File: src/hw/tai_pkg.sv
package tai_pkg;

	// --------------------------------------------------
	// field widths
	// --------------------------------------------------

	// seconds since the TAI epoch.
	localparam int SEC_W  = 32;
	// nanoseconds within the current second.
	localparam int NS_W   = 30;
	// whole hours, two's complement.
	localparam int TZ_W   = 6;
	localparam int LEAP_W = 8;
	localparam int QLT_W  = 4;

	// --------------------------------------------------
	// counting constants
	// --------------------------------------------------

	// wrap point of the nanosecond field.
	localparam logic [NS_W-1:0] NS_PER_SEC = NS_W'(1_000_000_000);
	// 25 MHz clock, 40 ns per tick.
	localparam logic [NS_W-1:0] NS_STEP = NS_W'(40);
	localparam logic [SEC_W-1:0] SEC_PER_HOUR = SEC_W'(3600);

	// --------------------------------------------------
	// field structs
	// --------------------------------------------------

	// committed register values, 80 bits.
	typedef struct packed {
		logic [SEC_W-1:0]  sec;
		logic [NS_W-1:0]   ns;
		logic [TZ_W-1:0]   time_zone;
		logic [LEAP_W-1:0] leap_cnt;
		logic [QLT_W-1:0]  quality;
	} timer_cfg_t;

	// software write, one valid bit per field.
	typedef struct packed {
		timer_cfg_t cfg;
		logic       sec_vld;
		logic       ns_vld;
		logic       tz_vld;
		logic       leap_vld;
		logic       qlt_vld;
	} timer_wr_t;

	// published time of day.
	typedef struct packed {
		logic [SEC_W-1:0] tai_sec;
		logic [SEC_W-1:0] utc_sec;
		logic [SEC_W-1:0] local_sec;
		logic [NS_W-1:0]  ns;
		logic [QLT_W-1:0] quality;
	} time_out_t;

endpackage
File: src/hw/tai_utc_timer_top.sv
`timescale 1ns/1ps

module tai_utc_timer_top (
	input  logic               clk,
	input  logic               rst_n,
	input  logic               io_update,
	input  tai_pkg::timer_wr_t wr,
	output tai_pkg::time_out_t now,
	output logic               pps
);

	import tai_pkg::*;

	timer_cfg_t       cfg;
	logic             time_load;
	logic [SEC_W-1:0] tai_sec;
	logic [NS_W-1:0]  tai_ns;

	// register set, committed on the io_update rise.
	tai_utc_timer_reg u_tai_utc_timer_reg (
		.clk       (clk),
		.rst_n     (rst_n),
		.io_update (io_update),
		.wr        (wr),
		.cfg       (cfg),
		.time_load (time_load)
	);

	tai_time_counter u_tai_time_counter (
		.clk       (clk),
		.rst_n     (rst_n),
		.time_load (time_load),
		.load_sec  (cfg.sec),
		.load_ns   (cfg.ns),
		.tai_sec   (tai_sec),
		.tai_ns    (tai_ns),
		.pps       (pps)
	);

	// now lags the counter by one cycle.
	tai_utc_convert u_tai_utc_convert (
		.clk     (clk),
		.rst_n   (rst_n),
		.tai_sec (tai_sec),
		.tai_ns  (tai_ns),
		.cfg     (cfg),
		.now     (now)
	);

endmodule

File: src/hw/tai_utc_convert.sv
`timescale 1ns/1ps

module tai_utc_convert (
	input  logic                      clk,
	input  logic                      rst_n,
	input  logic [tai_pkg::SEC_W-1:0] tai_sec,
	input  logic [tai_pkg::NS_W-1:0]  tai_ns,
	input  tai_pkg::timer_cfg_t       cfg,
	output tai_pkg::time_out_t        now
);

	import tai_pkg::*;

	logic [SEC_W-1:0] tz_ext;
	logic [SEC_W-1:0] tz_sec;
	logic [SEC_W-1:0] utc_sec;
	logic [SEC_W-1:0] local_sec;

	// --------------------------------------------------
	// conversion
	// --------------------------------------------------

	// sign extend the zone, the product wraps like two's complement.
	assign tz_ext = SEC_W'($signed(cfg.time_zone));
	assign tz_sec = tz_ext * SEC_PER_HOUR;

	assign utc_sec   = tai_sec - SEC_W'(cfg.leap_cnt);
	assign local_sec = utc_sec + tz_sec;

	// --------------------------------------------------
	// output stage
	// --------------------------------------------------

	always_ff @(posedge clk or negedge rst_n) begin
		if (!rst_n) begin
			now <= '0;
		end else begin
			now.tai_sec   <= tai_sec;
			now.utc_sec   <= utc_sec;
			now.local_sec <= local_sec;
			now.ns        <= tai_ns;
			now.quality   <= cfg.quality;
		end
	end

endmodule

File: src/hw/tai_time_counter.sv
`timescale 1ns/1ps

module tai_time_counter (
	input  logic                      clk,
	input  logic                      rst_n,
	input  logic                      time_load,
	input  logic [tai_pkg::SEC_W-1:0] load_sec,
	input  logic [tai_pkg::NS_W-1:0]  load_ns,
	output logic [tai_pkg::SEC_W-1:0] tai_sec,
	output logic [tai_pkg::NS_W-1:0]  tai_ns,
	output logic                      pps
);

	import tai_pkg::*;

	logic [NS_W-1:0] ns_sum;
	logic [NS_W-1:0] ns_wrapped;
	logic            wrap;

	// --------------------------------------------------
	// next nanosecond value
	// --------------------------------------------------

	// fits in NS_W since tai_ns stays below NS_PER_SEC.
	assign ns_sum     = tai_ns + NS_STEP;
	assign wrap       = (ns_sum >= NS_PER_SEC);
	assign ns_wrapped = ns_sum - NS_PER_SEC;

	// --------------------------------------------------
	// counter
	// --------------------------------------------------

	always_ff @(posedge clk or negedge rst_n) begin
		if (!rst_n) begin
			tai_sec <= '0;
			tai_ns  <= '0;
			pps     <= 1'b0;
		end else if (time_load) begin
			// new epoch and no boundary marked on this edge.
			tai_sec <= load_sec;
			tai_ns  <= load_ns;
			pps     <= 1'b0;
		end else begin
			pps <= wrap;
			if (wrap) begin
				tai_ns  <= ns_wrapped;
				tai_sec <= tai_sec + SEC_W'(1);
			end else begin
				tai_ns <= ns_sum;
			end
		end
	end

endmodule

File: src/hw/tai_utc_timer_reg.sv
`timescale 1ns/1ps

module tai_utc_timer_reg (
	input  logic                clk,
	input  logic                rst_n,
	input  logic                io_update,
	input  tai_pkg::timer_wr_t  wr,
	output tai_pkg::timer_cfg_t cfg,
	output logic                time_load
);

	// [0] and [1] synchronize, [2] holds the previous synced level.
	logic [2:0] upd_sync;
	logic       upd_rise;
	logic       epoch_wr;

	// --------------------------------------------------
	// io_update edge catch
	// --------------------------------------------------

	// ones at reset so a line held high commits nothing.
	always_ff @(posedge clk or negedge rst_n) begin
		if (!rst_n) begin
			upd_sync <= 3'b111;
		end else begin
			upd_sync <= {upd_sync[1:0], io_update};
		end
	end

	assign upd_rise = upd_sync[1] & ~upd_sync[2];

	// a new epoch only when seconds or nanoseconds are written.
	assign epoch_wr = wr.sec_vld | wr.ns_vld;

	// --------------------------------------------------
	// field commit
	// --------------------------------------------------

	always_ff @(posedge clk or negedge rst_n) begin
		if (!rst_n) begin
			cfg <= '0;
		end else if (upd_rise) begin
			if (wr.sec_vld) begin
				cfg.sec <= wr.cfg.sec;
			end
			if (wr.ns_vld) begin
				cfg.ns <= wr.cfg.ns;
			end
			if (wr.tz_vld) begin
				cfg.time_zone <= wr.cfg.time_zone;
			end
			if (wr.leap_vld) begin
				cfg.leap_cnt <= wr.cfg.leap_cnt;
			end
			if (wr.qlt_vld) begin
				cfg.quality <= wr.cfg.quality;
			end
		end
	end

	// load strobe lines up with the committed fields.
	always_ff @(posedge clk or negedge rst_n) begin
		if (!rst_n) begin
			time_load <= 1'b0;
		end else begin
			time_load <= upd_rise & epoch_wr;
		end
	end

endmodule

File: config.mk
export PLATFORM = sky130hd
export DESIGN_NAME = tai_utc_timer_top
export DESIGN_NICKNAME = d
export VERILOG_FILES = /design/src/hw/tai_pkg.sv /design/src/hw/tai_utc_timer_top.sv /design/src/hw/tai_utc_convert.sv /design/src/hw/tai_time_counter.sv /design/src/hw/tai_utc_timer_reg.sv
export SDC_FILE = /design/constraint.sdc
export NUM_CORES = 1
export LEC_CHECK = 0
export ABC_AREA = 1
export BUFFER_PORTS_ARGS = -buffer_cell sky130_fd_sc_hd__buf_2
export CORE_UTILIZATION = 58
export DETAILED_ROUTE_END_ITERATION = 12
export PLACE_DENSITY = 0.81
export SETUP_SLACK_MARGIN = 0.2
export SLEW_MARGIN = 20
export SYNTH_ARGS = -nofsm -noshare
export SYNTH_HDL_FRONTEND = slang
export SYNTH_SLANG_ARGS = --single-unit
File: constraint.sdc
create_clock -name clk -period 7.97 [get_ports clk]
set_clock_uncertainty 0.15 [all_clocks]
set_input_delay 1.594 -clock clk [delete_from_list [all_inputs] [get_ports clk]]
set_output_delay 1.594 -clock clk [all_outputs]
set_load 0.05 [all_outputs]
==> flow_metrics.env <==
export IMPL_drc=0
export IMPL_synthXorXnorAreaFrac_pct=5.99
export IMPL_wl_met1_mm=15.8
export IMPL_synth_area_um2=14600
export IMPL_firstDrtPassIters=6
export IMPL_crit_type="reg2reg"
export IMPL_post_place_ws_ns=1.70
export IMPL_worst_slew_pin_slew_ns=1.02
export IMPL_vias=12100
export IMPL_die_area_um2=25800
export IMPL_rsz0062_at_grt="no"
export IMPL_final_antenna_net_count=0
export IMPL_fin_util_pct=69.3
export IMPL_timing_slew_headroom_pct=31.6
export IMPL_hold_viol=0
export IMPL_n_fill_cell=1934
export IMPL_dieWidth_um=161
export IMPL_routed_wl_met2_mm=17.1
export IMPL_min_period_ns=6.33
export IMPL_io_buffers=218
export IMPL_cts_clk_slew_worst_paths_ns=0.06
export IMPL_wl_met3_mm=2.94
export IMPL_dp_hpwl_mm=27.5
export IMPL_io_pins=219
export IMPL_track_usage_pct=29.1
export IMPL_seq_area_frac_synth_pct=46.8
export IMPL_die_y_um=161
export IMPL_avgSynthCellArea_um2=8.85
export IMPL_core_um2=24500
export IMPL_grt_pass1_vias=11700
export IMPL_synth_area_leader_cell="dfrtp_1"
export IMPL_cts_hold_buf=0
export IMPL_crit_fanout=19
export IMPL_clock_sinks=273
export IMPL_critPathLaunchType="register"
export IMPL_area_growth_pct=16.3
export IMPL_ys_warn_count=0
export IMPL_cts_root_buffer="clkbuf_16"
export IMPL_end_kind="register"
export IMPL_wirelength_mm=37.4
export IMPL_gp_congestion=0.946
export IMPL_wire_per_inst_um=16.9
export IMPL_fmax_ghz=0.158
export IMPL_status="completed"
export IMPL_drt_initial_drc_count=1006
export IMPL_synth_top_family_by_area="simple AND/OR/NAND/NOR gates"
export IMPL_setup_viol=0
export IMPL_maxCapViolCount=0
export IMPL_fp_row_count=57
export IMPL_synth_cells=1651
export IMPL_antenna_found_initial=5
export IMPL_post_synth_num_cell_types=47
export IMPL_cts_buffers_inserted=29
export IMPL_grt_ovfl_total=0
export IMPL_cts_tree="done"
export IMPL_setup_slack_ns=1.64
export IMPL_cts_buffer_depth=3
export IMPL_synth_area_leaders="dfrtp_1 (46%), nand2_1 (12%), ha_1 (5.8%), mux2_2 (5.2%), xor2_1 (4.7%)"
export IMPL_arrival_ns=6.66
export IMPL_layout_nets=2029
export IMPL_grt_max_degree=140
export IMPL_synth_top_area_share_pct=46.2
export IMPL_totalNegativeSetupSlack_ns=0
export IMPL_synth_fa_ha_area_share_pct=7.33
export IMPL_avgViaCountPerCell=5.48
export IMPL_finalCritPeriodShare_pct=79.5
export IMPL_routed_top_layer="met5"
export IMPL_hold_class="reg2reg"
export IMPL_ctsResizeCount=0
export IMPL_worstPathRequired_ns=8.30
export IMPL_synthMuxAreaShare_pct=5.31
export IMPL_clk_latency_ns=0.56
export IMPL_slew_viol_final=0
export IMPL_synth_compound_area_share_pct=6.89
export IMPL_grt_pass1_wl_mm=59.8
export IMPL_start_util_pct=59.6
export IMPL_syn_nets=1818
export IMPL_htree_levels=1
export IMPL_synth_seq_cells=273
export IMPL_drive_above_1_share_pct=21.3
export IMPL_synth_simple_area_share_pct=21.8
export IMPL_cts_setup_buffers=0
-- registers in the layout, summed over array words and instances, names as in the netlist --
| name | count |
|---|---|
| u_tai_time_counter.pps | 1 |
| u_tai_time_counter.tai_ns | 30 |
| u_tai_time_counter.tai_sec | 32 |
| u_tai_utc_convert.now | 126 |
| u_tai_utc_timer_reg.cfg | 80 |
| u_tai_utc_timer_reg.time_load | 1 |
| u_tai_utc_timer_reg.upd_sync | 3 |
-- logic make-up (layout without fill, tap and decap cells) --
logic type      after synthesis  after routing
compound gates              167            167
xor+xnor                    100            100
fa+ha+maj                    79             79
buf+inv                     212            446
flops                       273            273
mux                          69             69
other cells                   0              3
simple gates                751            751
-- worst paths after layout --
check | from | slack (ns) | endpoint | cells past startpoint
max | u_tai_utc_timer_reg.cfg[17]$_DFFE_PN0P_ | 1.64 | u_tai_utc_convert.now[63]$_DFF_PN0_ | 23
min | u_tai_utc_timer_reg.upd_sync[0]$_DFF_PN1_ | 0.20 | u_tai_utc_timer_reg.upd_sync[1]$_DFF_PN1_ | 0
max reg2reg | u_tai_utc_timer_reg.cfg[17]$_DFFE_PN0P_ | 1.64 | u_tai_utc_convert.now[63]$_DFF_PN0_ | 23
min reg2reg | u_tai_utc_timer_reg.upd_sync[0]$_DFF_PN1_ | 0.20 | u_tai_utc_timer_reg.upd_sync[1]$_DFF_PN1_ | 0
max in group asynchronous | rst_n | 5.64 | u_tai_utc_timer_reg.time_load$_DFF_PN0_ | 2
min in group asynchronous | rst_n | 0.82 | u_tai_utc_convert.now[58]$_DFF_PN0_ | 1
-- through the flow --
| step | hold slack (ns) | cell area [um2] | cells |
|---|---|---|---|
| 2_1_floorplan | 0.195 | 14600 | 1651 |
| 4_1_cts | 0.201 | 17000 | 2208 |
| 6_report | 0.200 | 17000 | 2212 |
| 3_5_place_dp | 0.197 | 15900 | 2154 |
| 3_3_place_gp | 0.195 | 15900 | 2154 |
| 5_1_grt | 0.201 | 17000 | 2209 |
-- cells in the mapped netlist (all sizes together) --
cell    number
clkinv       1
nand4       32
dfstp        3
nor2       138
o21a         2
a31oi        5
o221a        1
nor3        18
o211ai       1
buf         24
fa          11
inv        167
dfrtp      270
o21bai       5
nand3b       5
a21boi       6
xnor2       22
xor2        78
nand2      479
mux2        68
a21oi       62
a21o         3
nand3       72
nor4         7
mux2i        1
a211oi       7
clkbuf      20
o21ai       70
o211a        4
o221ai       1
ha          68
-- layout by cell type (no fill, tap or decap), types with 4 or more instances in the layout --
cell type  count
clkbuf_16     29
fa_1          11
clkinv_2       6
a31oi_1        5
xnor2_1       22
buf_4          4
ha_1          68
nor2_2         9
o21ai_0       41
o21ai_1       13
nand2_1      467
dfrtp_1      269
nand2_4        4
nor3_1        18
nand2_2        8
nor2_1       125
o21ai_2       16
xor2_1        78
a21boi_0       5
inv_2          6
clkbuf_8       8
o21bai_1       4
mux2_2        68
nand3_1       69
o211a_1        4
buf_2        217
a211oi_1       7
a21oi_1       61
inv_1        161
nand4_1       31
nor4_1         7
nand3b_1       5
-- critical path: stages, from the launching register on --
cell and delay, ns:
dfrtp_1 0.85, inv_2 0.24, fa_1 0.54, inv_1 0.04
ha_1 0.31, fa_1 0.47, ha_1 0.31, ha_1 0.35
a21oi_1 0.15, o21ai_0 0.14, a21o_1 0.18, a21oi_1 0.41
o21bai_1 0.12, a21oi_1 0.14, ha_1 0.13, inv_1 0.04
ha_1 0.39, nand2_1 0.12, nor4_1 0.34, nand3_1 0.13
nand3_1 0.14, a21boi_0 0.15, o21ai_0 0.22, xor2_1 0.18
-- final cells by class --
type | instances | area, um2 | area share (%)
Multi-Input combinational cell | 1166 | 6920 | 40.7
Sequential cell | 273 | 6840 | 40.2
Timing Repair Buffer | 224 | 1180 | 6.93
Clock buffer | 40 | 847 | 4.98
Inverter | 168 | 631 | 3.71
Tap cell | 324 | 405 | 2.38
Clock inverter | 14 | 178 | 1.04
Antenna cell | 3 | 7.51 | 0.0442
-- per-layer routing --
layer | up-vias | global-route usage (%)
li1 | 5760 | -
met3 | 105 | 5.71
met4 | 2 | 11.0
met1 | 5743 | 39.4
met2 | 522 | 46.5
met5 | - | 0
Power is left out: the tool's default activity adds up to more than one toggle a clock period on the data nets, which glitch-free logic cannot reach.
